==> config.mk <==
export PLATFORM = sky130hd
export DESIGN_NAME = ucpd_bmc_phy
export DESIGN_NICKNAME = d
export VERILOG_FILES = /design/src/hw/ucpd_bmc_pkg.sv /design/src/hw/ucpd_bmc_phy.sv /design/src/hw/rx_phy_ctrl.sv /design/src/hw/bmc_encoder.sv /design/src/hw/bmc_bit_decoder.sv /design/src/hw/ui_trainer.sv /design/src/hw/cc_line_sampler.sv
export SDC_FILE = /design/constraint.sdc
export NUM_CORES = 1
export LEC_CHECK = 0
export ABC_AREA = 0
export ABC_CLOCK_PERIOD_IN_PS = 8900
export BUFFER_PORTS_ARGS = -buffer_cell sky130_fd_sc_hd__clkbuf_2
export CAP_MARGIN = 30
export CORE_ASPECT_RATIO = 1.5
export CORE_MARGIN = 2
export CORE_UTILIZATION = 40
export DETAILED_ROUTE_END_ITERATION = 6
export PLACE_DENSITY = 0.59
export SYNTH_ARGS = -nofsm -noshare
export SYNTH_HDL_FRONTEND = slang
export SYNTH_SLANG_ARGS = --single-unit
==> constraint.sdc <==
create_clock -name ucpd_clk -period 8.9 [get_ports ucpd_clk]
set_clock_uncertainty 0.15 [all_clocks]
set_input_delay 0.89 -clock ucpd_clk [delete_from_list [all_inputs] [get_ports ucpd_clk]]
set_output_delay 0.89 -clock ucpd_clk [all_outputs]
set_load 0.05 [all_outputs]
==> src/hw/ucpd_bmc_pkg.sv <==
package ucpd_bmc_pkg;

  // --------------------
  // widths
  // --------------------
  // edge interval in ucpd_clk cycles, counter saturates at all ones
  localparam int interval_w = 11;
  // eight thresholds of interval_w bits each
  localparam int ui_sum_w   = 14;

  // --------------------
  // defaults
  // --------------------
  localparam int default_half_bit_cycles = 8;
  localparam int default_idle_cycles     = 64;
  // power of two, the average is a plain shift
  localparam int train_samples           = 8;

  typedef logic [interval_w-1:0] interval_t;
  typedef logic [ui_sum_w-1:0]   ui_sum_t;

  // cc glitch filter select
  // bit 0 set means no filter, bit 1 set means two samples
  typedef enum logic [1:0] {
    filt_3of3   = 2'b00,
    filt_bypass = 2'b01,
    filt_2of3   = 2'b10
  } filt_mode_e;

  // filtered line event, one per transition
  typedef struct packed {
    logic      edge_pulse;
    logic      level;
    interval_t interval;
    logic      idle;
  } cc_edge_t;

  // decoded bit, valid for one cycle
  typedef struct packed {
    logic valid;
    logic value;
  } rx_bit_t;

  typedef enum logic [1:0] {
    rx_idle    = 2'd0,
    rx_train   = 2'd1,
    rx_receive = 2'd2
  } rx_state_e;

endpackage
==> src/hw/ucpd_bmc_phy.sv <==
`timescale 1ns/1ns

module ucpd_bmc_phy #(
  parameter int HALF_BIT_CYCLES = ucpd_bmc_pkg::default_half_bit_cycles,
  parameter int IDLE_CYCLES     = ucpd_bmc_pkg::default_idle_cycles
) (
  input  logic                     ucpd_clk,
  input  logic                     ic_rst_n,
  input  logic                     cc_in,
  input  ucpd_bmc_pkg::filt_mode_e filt_mode,
  input  logic                     phy_rx_en,
  input  logic                     hard_rst,
  input  logic                     cable_rst,
  input  logic                     eop,
  input  logic                     tx_en,
  input  logic                     tx_bit,
  output ucpd_bmc_pkg::rx_bit_t    rx_bit,
  output logic                     receive_en,
  output logic                     cc_out,
  output logic                     tx_bit_req
);

  // filtered line events, shared by the whole receive side
  ucpd_bmc_pkg::cc_edge_t  cc_edge;
  ucpd_bmc_pkg::interval_t ui_threshold;
  logic                    train_done;
  logic                    train_en;
  logic                    decode_en;

  // --------------------
  // receive path
  // --------------------
  cc_line_sampler #(
    .IDLE_CYCLES (IDLE_CYCLES)
  ) cc_line_sampler_i (
    .ucpd_clk  (ucpd_clk),
    .ic_rst_n  (ic_rst_n),
    .cc_in     (cc_in),
    .filt_mode (filt_mode),
    .cc_edge   (cc_edge)
  );

  // unit interval learned from the preamble
  ui_trainer ui_trainer_i (
    .ucpd_clk     (ucpd_clk),
    .ic_rst_n     (ic_rst_n),
    .cc_edge      (cc_edge),
    .train_en     (train_en),
    .ui_threshold (ui_threshold),
    .train_done   (train_done)
  );

  bmc_bit_decoder bmc_bit_decoder_i (
    .ucpd_clk     (ucpd_clk),
    .ic_rst_n     (ic_rst_n),
    .cc_edge      (cc_edge),
    .ui_threshold (ui_threshold),
    .decode_en    (decode_en),
    .rx_bit       (rx_bit)
  );

  // idle / train / receive sequencing
  rx_phy_ctrl rx_phy_ctrl_i (
    .ucpd_clk   (ucpd_clk),
    .ic_rst_n   (ic_rst_n),
    .cc_edge    (cc_edge),
    .train_done (train_done),
    .phy_rx_en  (phy_rx_en),
    .hard_rst   (hard_rst),
    .cable_rst  (cable_rst),
    .eop        (eop),
    .train_en   (train_en),
    .decode_en  (decode_en),
    .receive_en (receive_en)
  );

  // --------------------
  // transmit path
  // --------------------
  bmc_encoder #(
    .HALF_BIT_CYCLES (HALF_BIT_CYCLES)
  ) bmc_encoder_i (
    .ucpd_clk   (ucpd_clk),
    .ic_rst_n   (ic_rst_n),
    .tx_en      (tx_en),
    .tx_bit     (tx_bit),
    .cc_out     (cc_out),
    .tx_bit_req (tx_bit_req)
  );

endmodule

==> src/hw/rx_phy_ctrl.sv <==
`timescale 1ns/1ns

module rx_phy_ctrl (
  input  logic                   ucpd_clk,
  input  logic                   ic_rst_n,
  input  ucpd_bmc_pkg::cc_edge_t cc_edge,
  input  logic                   train_done,
  input  logic                   phy_rx_en,
  input  logic                   hard_rst,
  input  logic                   cable_rst,
  input  logic                   eop,
  output logic                   train_en,
  output logic                   decode_en,
  output logic                   receive_en
);

  ucpd_bmc_pkg::rx_state_e state_q;
  ucpd_bmc_pkg::rx_state_e state_nxt;
  logic                    abort;
  // line was quiet since the last packet started
  logic                    armed;

  assign abort = cc_edge.idle || eop || hard_rst || cable_rst || !phy_rx_en;

  // --------------------
  // next state
  // --------------------
  always_comb begin
    state_nxt = state_q;
    if (abort) begin
      state_nxt = ucpd_bmc_pkg::rx_idle;
    end else begin
      case (state_q)
        ucpd_bmc_pkg::rx_idle: begin
          // a cut-off packet may keep toggling, wait for quiet first
          if (cc_edge.edge_pulse && armed)
            state_nxt = ucpd_bmc_pkg::rx_train;
        end
        ucpd_bmc_pkg::rx_train: begin
          if (train_done)
            state_nxt = ucpd_bmc_pkg::rx_receive;
        end
        ucpd_bmc_pkg::rx_receive: state_nxt = ucpd_bmc_pkg::rx_receive;
        default: state_nxt = ucpd_bmc_pkg::rx_idle;
      endcase
    end
  end

  always_ff @(posedge ucpd_clk or negedge ic_rst_n) begin
    if (!ic_rst_n) begin
      state_q <= ucpd_bmc_pkg::rx_idle;
      armed   <= 1'b1;
    end else begin
      state_q <= state_nxt;
      if (cc_edge.idle)
        armed <= 1'b1;
      else if ((state_q == ucpd_bmc_pkg::rx_idle) && (state_nxt == ucpd_bmc_pkg::rx_train))
        armed <= 1'b0;
    end
  end

  // straight state decode
  assign train_en   = (state_q == ucpd_bmc_pkg::rx_train);
  assign decode_en  = (state_q == ucpd_bmc_pkg::rx_receive);
  assign receive_en = (state_q == ucpd_bmc_pkg::rx_receive);

  a_state_legal: assert property (
    @(posedge ucpd_clk) disable iff (!ic_rst_n)
    state_q inside {ucpd_bmc_pkg::rx_idle, ucpd_bmc_pkg::rx_train, ucpd_bmc_pkg::rx_receive});

endmodule

==> src/hw/bmc_encoder.sv <==
`timescale 1ns/1ns

module bmc_encoder #(
  parameter int HALF_BIT_CYCLES = ucpd_bmc_pkg::default_half_bit_cycles
) (
  input  logic ucpd_clk,
  input  logic ic_rst_n,
  input  logic tx_en,
  input  logic tx_bit,
  output logic cc_out,
  output logic tx_bit_req
);

  localparam int div_w = (HALF_BIT_CYCLES > 1) ? $clog2(HALF_BIT_CYCLES) : 1;
  localparam logic [div_w-1:0] div_last = div_w'(HALF_BIT_CYCLES - 1);

  logic [div_w-1:0] div_cnt;
  logic             div_wrap;
  // set while in the second half, next wrap is a bit start
  logic             second_half;
  logic             bit_q;
  logic             line_q;

  assign div_wrap   = tx_en && (div_cnt == div_last);
  // bit sampled in this very cycle, ask for the next
  assign tx_bit_req = div_wrap && second_half;
  assign cc_out     = line_q;

  // --------------------
  // divider and toggle
  // --------------------
  always_ff @(posedge ucpd_clk or negedge ic_rst_n) begin
    if (!ic_rst_n) begin
      div_cnt     <= '0;
      second_half <= 1'b1;
      bit_q       <= 1'b0;
      line_q      <= 1'b0;
    end else if (!tx_en) begin
      // parked low, first wrap after enable starts a bit
      div_cnt     <= '0;
      second_half <= 1'b1;
      line_q      <= 1'b0;
    end else if (div_wrap) begin
      div_cnt     <= '0;
      second_half <= !second_half;
      if (second_half) begin
        // bit start, always a transition
        bit_q  <= tx_bit;
        line_q <= !line_q;
      end else if (bit_q) begin
        // mid-bit transition for a 1
        line_q <= !line_q;
      end
    end else begin
      div_cnt <= div_cnt + 1'b1;
    end
  end

endmodule

==> src/hw/bmc_bit_decoder.sv <==
`timescale 1ns/1ns

module bmc_bit_decoder (
  input  logic                    ucpd_clk,
  input  logic                    ic_rst_n,
  input  ucpd_bmc_pkg::cc_edge_t  cc_edge,
  input  ucpd_bmc_pkg::interval_t ui_threshold,
  input  logic                    decode_en,
  output ucpd_bmc_pkg::rx_bit_t   rx_bit
);

  // first short of a 1 bit seen
  logic                  half_flag;
  logic                  is_long;
  ucpd_bmc_pkg::rx_bit_t bit_q;

  // above 3/4 UI is a full bit without mid transition
  assign is_long = cc_edge.interval > ui_threshold;

  // --------------------
  // classify
  // --------------------
  always_ff @(posedge ucpd_clk or negedge ic_rst_n) begin
    if (!ic_rst_n) begin
      half_flag <= 1'b0;
      bit_q     <= '0;
    end else begin
      bit_q.valid <= 1'b0;
      if (!decode_en) begin
        half_flag <= 1'b0;
      end else if (cc_edge.edge_pulse) begin
        if (is_long) begin
          // long one, bit 0
          // also resyncs a dangling half
          bit_q.valid <= 1'b1;
          bit_q.value <= 1'b0;
          half_flag   <= 1'b0;
        end else if (half_flag) begin
          // second short closes a 1
          bit_q.valid <= 1'b1;
          bit_q.value <= 1'b1;
          half_flag   <= 1'b0;
        end else begin
          half_flag <= 1'b1;
        end
      end
    end
  end

  assign rx_bit = bit_q;

  // a bit only ever comes from an edge seen while decoding
  a_bit_from_decode_edge: assert property (
    @(posedge ucpd_clk) disable iff (!ic_rst_n)
    rx_bit.valid |-> $past(decode_en) && $past(cc_edge.edge_pulse));

endmodule

==> src/hw/ui_trainer.sv <==
`timescale 1ns/1ns

module ui_trainer (
  input  logic                    ucpd_clk,
  input  logic                    ic_rst_n,
  input  ucpd_bmc_pkg::cc_edge_t  cc_edge,
  input  logic                    train_en,
  output ucpd_bmc_pkg::interval_t ui_threshold,
  output logic                    train_done
);

  localparam int iw    = ucpd_bmc_pkg::interval_w;
  localparam int sum_w = iw + 2;
  localparam int cnt_w = $clog2(ucpd_bmc_pkg::train_samples);

  // two older intervals, the newest one is on cc_edge
  ucpd_bmc_pkg::interval_t win_a;
  ucpd_bmc_pkg::interval_t win_b;
  logic [1:0]              fill;
  logic [cnt_w-1:0]        acc_cnt;
  ucpd_bmc_pkg::ui_sum_t   acc_sum;
  ucpd_bmc_pkg::ui_sum_t   acc_sum_nxt;
  logic                    done_q;
  logic                    take;
  logic                    mid_peak;
  logic                    win_ok;
  logic [sum_w-1:0]        win_sum;
  logic [sum_w+1:0]        win_sum_x3;
  logic [iw:0]             thr_full;
  ucpd_bmc_pkg::interval_t win_thr;

  assign take = cc_edge.edge_pulse && train_en && !done_q;

  // --------------------
  // window check
  // --------------------
  // a long interval in the middle means a lost short, reject
  assign mid_peak = (win_b > win_a) && (win_b > cc_edge.interval);
  assign win_ok   = (fill == 2'd3) && !mid_peak;

  // window covers two bit times, 3/8 of it is 3/4 UI
  assign win_sum    = {2'b00, win_a} + {2'b00, win_b} + {2'b00, cc_edge.interval};
  assign win_sum_x3 = {1'b0, win_sum, 1'b0} + {2'b00, win_sum};
  assign thr_full   = win_sum_x3[sum_w+1:3];
  // clip so eight of them always fit the accumulator
  assign win_thr    = thr_full[iw] ? '1 : thr_full[iw-1:0];

  assign acc_sum_nxt = acc_sum + ucpd_bmc_pkg::ui_sum_t'(win_thr);

  // interval shift, only meaningful once fill says so
  always_ff @(posedge ucpd_clk) begin
    if (take && (fill != 2'd0)) begin
      win_a <= win_b;
      win_b <= cc_edge.interval;
    end
  end

  // --------------------
  // accumulate, average
  // --------------------
  always_ff @(posedge ucpd_clk or negedge ic_rst_n) begin
    if (!ic_rst_n) begin
      fill         <= 2'd0;
      acc_cnt      <= '0;
      acc_sum      <= '0;
      done_q       <= 1'b0;
      train_done   <= 1'b0;
      ui_threshold <= '0;
    end else begin
      train_done <= 1'b0;
      if (!train_en) begin
        fill    <= 2'd0;
        acc_cnt <= '0;
        acc_sum <= '0;
        done_q  <= 1'b0;
      end else if (take) begin
        // first interval may straddle the start of training, drop it
        if (fill != 2'd3)
          fill <= fill + 1'b1;
        if (win_ok) begin
          acc_sum <= acc_sum_nxt;
          acc_cnt <= acc_cnt + 1'b1;
          if (acc_cnt == cnt_w'(ucpd_bmc_pkg::train_samples - 1)) begin
            // divide by eight
            ui_threshold <= acc_sum_nxt[cnt_w +: iw];
            train_done   <= 1'b1;
            done_q       <= 1'b1;
          end
        end
      end
    end
  end

endmodule

==> src/hw/cc_line_sampler.sv <==
`timescale 1ns/1ns

module cc_line_sampler #(
  parameter int IDLE_CYCLES = ucpd_bmc_pkg::default_idle_cycles
) (
  input  logic                     ucpd_clk,
  input  logic                     ic_rst_n,
  input  logic                     cc_in,
  input  ucpd_bmc_pkg::filt_mode_e filt_mode,
  output ucpd_bmc_pkg::cc_edge_t   cc_edge
);

  localparam ucpd_bmc_pkg::interval_t cnt_max  = '1;
  localparam ucpd_bmc_pkg::interval_t idle_lim = ucpd_bmc_pkg::interval_t'(IDLE_CYCLES);

  logic                    sync_1;
  logic                    sync_2;
  logic                    hist_1;
  logic                    hist_2;
  logic                    level_q;
  logic                    level_nxt;
  logic                    edge_nxt;
  logic                    edge_q;
  logic                    idle_q;
  ucpd_bmc_pkg::interval_t run_cnt;
  ucpd_bmc_pkg::interval_t interval_q;

  // --------------------
  // sync and history
  // --------------------
  always_ff @(posedge ucpd_clk or negedge ic_rst_n) begin
    if (!ic_rst_n) begin
      sync_1 <= 1'b0;
      sync_2 <= 1'b0;
      hist_1 <= 1'b0;
      hist_2 <= 1'b0;
    end else begin
      sync_1 <= cc_in;
      sync_2 <= sync_1;
      // older samples for the glitch filter
      hist_1 <= sync_2;
      hist_2 <= hist_1;
    end
  end

  // level moves only once the selected samples agree
  always_comb begin
    level_nxt = level_q;
    case (filt_mode)
      ucpd_bmc_pkg::filt_bypass: level_nxt = sync_2;
      ucpd_bmc_pkg::filt_2of3: begin
        if (sync_2 == hist_1)
          level_nxt = sync_2;
      end
      default: begin
        // three in a row, also used for the unused code
        if ((sync_2 == hist_1) && (hist_1 == hist_2))
          level_nxt = sync_2;
      end
    endcase
  end

  assign edge_nxt = level_nxt ^ level_q;

  // --------------------
  // edge and interval
  // --------------------
  always_ff @(posedge ucpd_clk or negedge ic_rst_n) begin
    if (!ic_rst_n) begin
      level_q <= 1'b0;
      edge_q  <= 1'b0;
      run_cnt <= '0;
      idle_q  <= 1'b0;
    end else begin
      level_q <= level_nxt;
      edge_q  <= edge_nxt;
      if (edge_nxt) begin
        // the edge cycle itself is cycle one of the next interval
        run_cnt <= ucpd_bmc_pkg::interval_t'(1);
        idle_q  <= 1'b0;
      end else begin
        if (run_cnt != cnt_max)
          run_cnt <= run_cnt + 1'b1;
        if (run_cnt >= idle_lim)
          idle_q <= 1'b1;
      end
    end
  end

  // interval snapshot, only read together with edge_pulse
  always_ff @(posedge ucpd_clk) begin
    if (edge_nxt)
      interval_q <= run_cnt;
  end

  assign cc_edge = '{edge_pulse: edge_q, level: level_q, interval: interval_q, idle: idle_q};

  // idle comes only after a stretch without any edge
  a_idle_not_on_edge: assert property (
    @(posedge ucpd_clk) disable iff (!ic_rst_n)
    $rose(idle_q) |-> !edge_q && !$past(edge_q));

endmodule

Word-level counts from Yosys, hierarchy flattened
Cells that the tools add are included.
Storage, ports and cells
  input port bits: 11
  bits in registers: 95
  logic and storage cells: 137
  output and inout port bits: 5
Operators by class
  reduce and logical (&&, ||, !) cells: 32
  equality and inequality tests: 19
  muxes and demuxes: 47
  $add $sub $neg: 8
  bitwise operators: 1
  $lt $le $gt $ge: 4
Operators by type and width (count)
  two-way mux 14 bit: 3
  > comparator 11 bit: 3
  two-way mux 11 bit: 3
  two-way mux 1 bit: 24
  two-way mux 2 bit: 10
  adder 14 x 13 -> 15 bit: 1
  two-way mux 3 bit: 5
  adder 14 x 11 -> 14 bit: 1
  adder 13 x 11 -> 13 bit: 1
  adder 11 x 11 -> 12 bit: 1
  inequality test 2 bit (second input constant): 6
  adder 11 x 1 -> 11 bit (second input constant): 1
  >= comparator 11 x 7 -> 1 bit (second input constant): 1
  inequality test 11 bit (second input constant): 1
  logical AND 1 bit: 10
  nonzero test 2 bit: 5
  AND reduction 3 bit: 3
  adder 3 x 1 -> 3 bit (second input constant): 2
  equality test 2 x 1 -> 1 bit (second input constant): 3
  equality test 2 bit (second input constant): 3
  equality test 3 bit (second input constant): 2
  one-hot mux 2 bit (3 select lines): 1
  AND reduction 2 bit: 3
  logical NOT 1 bit: 5
  9 further kinds: 13

Logic depth before layout (Yosys ltp)
  depth in word-level cells: 9
  gate-level depth with buffers: 33
  gate-level depth less buffers: 33

Cells and area by module
From an unflattened synthesis, not the netlist that was laid out.
Unflattened totals
  cell total of the unflattened synthesis: 594
  area total of the unflattened synthesis: 6398.6 um^2
By module, submodules not included
  ui_trainer: cells each 406, times used 1, area each 4285.4 um^2, seq. area each 1461.4 um^2
  cc_line_sampler: cells each 103, times used 1, area each 1258.7 um^2, seq. area each 780.7 um^2
  bmc_bit_decoder: cells each 50, times used 1, area each 409.1 um^2, seq. area each 75.1 um^2
  bmc_encoder: cells each 19, times used 1, area each 265.3 um^2, seq. area each 151.4 um^2
  rx_phy_ctrl: cells each 16, times used 1, area each 180.2 um^2, seq. area each 76.3 um^2

Worst setup path after synthesis
No wires, ideal clock.
  kind: register to register
  start point: register ui_trainer_i.win_b[1]
  end point: register ui_trainer_i.acc_sum[12]
  stages on the path, launching flop included: 31
  data required time: 8608 ps
  arrival: 6778 ps
  path slack: 1830 ps
  cells stage by stage: edfxtp_1 ha_1 nand2b_1 a221oi_1 nor2_1 nor2_1 nor2_1 xnor2_1 ha_1 o2111a_1 or4_4 and3_4 nor2_1 ha_1 and2_1 nor2_1 o21a_1 o211ai_1 a221o_1 a21o_2 nand2b_1 ha_1 fa_1 a21o_1 a21o_1 a2111oi_0 nor3_1 o31a_1 o21ai_1 xor2_1 a21oi_1
Between the ends
  word-level cells in the longest chain between the ends: 8
RTL lines
  from (decl): line ui_trainer.sv:18  | ucpd_bmc_pkg::interval_t win_b;
  from (signal assigned): line ui_trainer.sv:54  | win_b <= cc_edge.interval;
  adder 11 x 11 -> 12 bit: line ui_trainer.sv:42  | assign win_sum = {2'b00, win_a} + {2'b00, win_b} + {2'b00, cc_edge.interval};
  adder 13 x 11 -> 13 bit: line ui_trainer.sv:42
  adder 14 x 13 -> 15 bit: line ui_trainer.sv:43  | assign win_sum_x3 = {1'b0, win_sum, 1'b0} + {2'b00, win_sum};
  two-way mux 11 bit: line ui_trainer.sv:46  | assign win_thr = thr_full[iw] ? '1 : thr_full[iw-1:0];
  adder 14 x 11 -> 14 bit: line ui_trainer.sv:48  | assign acc_sum_nxt = acc_sum + ucpd_bmc_pkg::ui_sum_t'(win_thr);
  two-way mux 14 bit: line ui_trainer.sv:80  | if (win_ok) begin
  two-way mux 14 bit: line ui_trainer.sv:76  | end else if (take) begin
  two-way mux 14 bit: line ui_trainer.sv:71  | if (!train_en) begin
  to (signal assigned): line ui_trainer.sv:81  | acc_sum <= acc_sum_nxt;
  to (decl): line ui_trainer.sv:21  | ucpd_bmc_pkg::ui_sum_t acc_sum;
Parallel ways exist; a longest one is shown, timed or not. The select of a mux whose other input is x is not followed.
A chain may end at the register's enable or synchronous reset.

Worst setup path in the final report
  start point: register ui_trainer_i.win_b[1]
  end point: register ui_trainer_i.ui_threshold[9]
Between the ends
  word-level cells in the longest chain between the ends: 5
RTL lines
  adder 11 x 11 -> 12 bit or > comparator 11 bit (tied branches): line ui_trainer.sv:42, ui_trainer.sv:38
  adder 13 x 11 -> 13 bit or logical AND 1 bit (tied branches): line ui_trainer.sv:42, ui_trainer.sv:38
  adder 14 x 13 -> 15 bit or logical NOT 1 bit (tied branches): line ui_trainer.sv:43, ui_trainer.sv:39
  two-way mux 11 bit or logical AND 1 bit (tied branches): line ui_trainer.sv:46, ui_trainer.sv:39
  adder 14 x 11 -> 14 bit or AND reduction 4 bit (tied branches)
  to (signal assigned): line ui_trainer.sv:85  | ui_threshold <= acc_sum_nxt[cnt_w +: iw];
  to (decl): line ui_trainer.sv:8  | output ucpd_bmc_pkg::interval_t ui_threshold,
Parallel ways exist; a longest one is shown, timed or not.

==> flow_metrics.env <==
export IMPL_fin_crit_ps=7833
export IMPL_insertion_delay_ps=340
export IMPL_drive_above_1_share=0.07195
export IMPL_synth_compound_area_frac=0.1482
export IMPL_p_switching_uw=457.7
export IMPL_antenna_found_initial=0
export IMPL_min_path_type="reg2reg"
export IMPL_wl_um=13500
export IMPL_area_growth_pct=9.662
export IMPL_cp_arrival_ps=7880
export IMPL_viasPerCell=5.353
export IMPL_numPortBuffers=15
export IMPL_cts_htree_levels=3
export IMPL_start_util=0.4109
export IMPL_grt_pass1_wl_um=22900
export IMPL_yosys_area_share_adder=0.1781
export IMPL_end_kind="register"
export IMPL_antenna_cells=0
export IMPL_vias=4732
export IMPL_p_comb_frac=0.327
export IMPL_hold_slack_ps=204.8
export IMPL_cp_slowest_stage_delay_ps=580
export IMPL_yosys_area_share_xor_xnor=0.06655
export IMPL_drv_slew=0
export IMPL_die_h_um=159.5
export IMPL_criticalPathCategory="reg2reg"
export IMPL_p_int_uw=857.3
export IMPL_cp_data_required_time_ps=8950
export IMPL_cts_made_buffers=9
export IMPL_cts_resized=0
export IMPL_synth_largest_area_cell="dfrtp_1"
export IMPL_power_frac_seq=0.391
export IMPL_cts_tree="built"
export IMPL_routedWlPerCell_um=15.27
export IMPL_clkPwrFrac=0.282
export IMPL_hold_violations=0
export IMPL_syn_nets=758
export IMPL_rrSetupSlack_ps=1070
export IMPL_grtUsageTotal=0.1663
export IMPL_cp_common_cell="nor2_1"
export IMPL_drt_iter0_drc=141
export IMPL_timing_fmax_mhz=127.7
export IMPL_core_area_um2=15700
export IMPL_post_route_period_util=0.8801
export IMPL_finalInstanceArea_um2=7072
export IMPL_clock_sinks=95
export IMPL_synth_sequential_area_ratio=0.3946
export IMPL_crit_slowest_cell="a2111oi_0"
export IMPL_ioPinCount=16
export IMPL_hold_start="cc_line_sampler_i.sync_1"
export IMPL_post_route_util=0.4506
export IMPL_synth_edff_count=33
export IMPL_layout_cells_most_common_list="87 x ha_1, 65 x nor2_1, 61 x inv_1, 60 x dfrtp_1, 39 x a21oi_1"
export IMPL_fillers=1550
export IMPL_postCtsSetupRepairBufs=0
export IMPL_avgSynthCellArea_um2=9.815
export IMPL_cts_hold_buf=0
export IMPL_synth_ff_type="dfrtp_1"
export IMPL_syn_area_um2=6449
export IMPL_antenna_left=0
export IMPL_ys_warn_count=0
export IMPL_rsz0062_at_grt="false"
export IMPL_cts_root_buf="clkbuf_16"
export IMPL_maxCapViolCount=0
export IMPL_report_final_setup_viol=0
export IMPL_die_width_um=107.7
export IMPL_pwr_density_cell_nw_per_um2=185.9
export IMPL_mostFrequentLayoutCell="ha_1"
export IMPL_synth_top_area_frac=0.2328
export IMPL_gp_congestion=0.8502
export IMPL_r2r_start="ui_trainer_i.win_b[1]"
export IMPL_swShare=0.3481
export IMPL_drc=0
export IMPL_clock_path_buffers=2
export IMPL_die_area_um2=17170
export IMPL_synthMuxAreaShare=0.02561
export IMPL_nets=777
export IMPL_detailed_place_hpwl_um=10430
export IMPL_r2r_end="ui_trainer_i.ui_threshold[9]"
export IMPL_hold_depth=0
export IMPL_tightest_slew_ps=775.1
export IMPL_ys_ff_latch=95
export IMPL_slew_headroom=0.4833
export IMPL_crit_fanout=9
export IMPL_status="finished, final reports clean"
export IMPL_yosys_top_cells_area="dfrtp_1 23%, ha_1 17%, edfxtp_1 15%"
export IMPL_grt_max_degree=63
export IMPL_p_leak_nw=3.201
export IMPL_yosys_area_share_simple=0.1453
export IMPL_synthCells=657
export IMPL_synthArstFlopShare=0.6526
export IMPL_rows=56
export IMPL_firstDrtPassIters=4
export IMPL_setup_tns_ps=0
export IMPL_grt_pass1_vias=4939
export IMPL_path_clk_slew_ps=70
export IMPL_min_to="cc_line_sampler_i.sync_2"
export IMPL_synth_distinct_cells=60
export IMPL_startpoint_type="register"
export IMPL_grt_overflow=0
export IMPL_synth_top_family_by_area="adder cells"
export IMPL_worst_ir_drop_vdd_mv=0.1187
export IMPL_worst_r2r_path_depth=30
export IMPL_placed_cell_area_um2=6784
## Yosys cell counts, drive strengths merged, types with 9 or more instances
cell,instances
ha,87
nand4,10
nand2b,17
a21o,14
nor3,9
o21ai,39
nor2b,9
nand3,10
xnor2,26
a21oi,40
o21a,10
nor2,65
dfrtp,60
mux2i,12
inv,61
nand2,32
xor2,23
edfxtp,33
## routing by layer
metal,vias up,global-route usage,share of wire,wire length (µm)
met5,-,0,0,0
met4,0,0.06643,0.027,361
met3,22,0.02374,0.023,304
met2,55,0.3025,0.54,7235
met1,2295,0.1921,0.41,5597
li1,2360,-,-,-
## flip-flops by register name, indices dropped and copies added, names as in the netlist, 3 cells and up
| signal | count |
|---|---|
| bmc_encoder_i.div_cnt | 3 |
| cc_line_sampler_i.interval_q | 11 |
| cc_line_sampler_i.run_cnt | 11 |
| ui_trainer_i.acc_cnt | 3 |
| ui_trainer_i.acc_sum | 14 |
| ui_trainer_i.ui_threshold | 11 |
| ui_trainer_i.win_a | 11 |
| ui_trainer_i.win_b | 11 |
## power groups by stage
stage          sequential (mW)  clock, mW  combinational, mW
3_5_place_dp             0.524          0              0.432
4_1_cts                  0.515      0.382              0.435
6_report                 0.515      0.371              0.429
3_3_place_gp             0.523          0              0.417
5_1_grt                  0.519      0.398              0.490
2_1_floorplan            0.509          0              0.334
## critical path, delay by kind of cell, from the launching register on
| family | cells | cell delay, ps |
|---|---|---|
| and+or+nand+nor | 11 | 2000 |
| xor gates and xnor gates | 2 | 320 |
| AOI/OAI and AO/OA | 12 | 3070 |
| DFF | 1 | 460 |
| adders and majority gates | 5 | 1680 |
## cell type report
cell class | instances | area, µm² | area share
multi-input cells | 491 | 3659 | 0.5173
flip-flops and latches | 95 | 2545 | 0.3599
well taps | 203 | 254.0 | 0.03592
inverters | 61 | 229.0 | 0.03238
clock buffers | 9 | 225.2 | 0.03185
repair buffers | 18 | 97.59 | 0.01380
clock inverters | 7 | 62.56 | 0.008846
## logic make-up after synthesis
| family | Yosys count |
|---|---|
| buf+inv | 71 |
| flops | 95 |
| simple gates | 187 |
| mux | 16 |
| fa+ha+maj | 90 |
| compound gates | 149 |
| xor+xnor | 49 |
## how the worst max path moves through the flow
| stage | start | to | depth (start not counted) |
|---|---|---|---|
| floorplan | ui_trainer_i.win_b[1] | ui_trainer_i.acc_sum[12] | 30 |
| global placement | ui_trainer_i.win_b[1] | ui_trainer_i.ui_threshold[9] | 30 |
| detailed placement | ui_trainer_i.win_b[1] | ui_trainer_i.ui_threshold[9] | 30 |
| global route | ui_trainer_i.win_b[1] | ui_trainer_i.ui_threshold[9] | 30 |
| finish | ui_trainer_i.win_b[1] | ui_trainer_i.ui_threshold[9] | 30 |
| CTS | ui_trainer_i.win_b[1] | ui_trainer_i.ui_threshold[9] | 30 |
## per-stage QoR
stage | setup WS (ps) | total power, mW | instances
after detailed placement | 1124 | 0.9560 | 868
after global routing | 449.9 | 1.407 | 884
final | 1067 | 1.315 | 884
after floorplan | 1830 | 0.8425 | 657
after global placement | 1371 | 0.9401 | 868
after CTS | 1079 | 1.333 | 884
(Power assumes the default switching activity.)
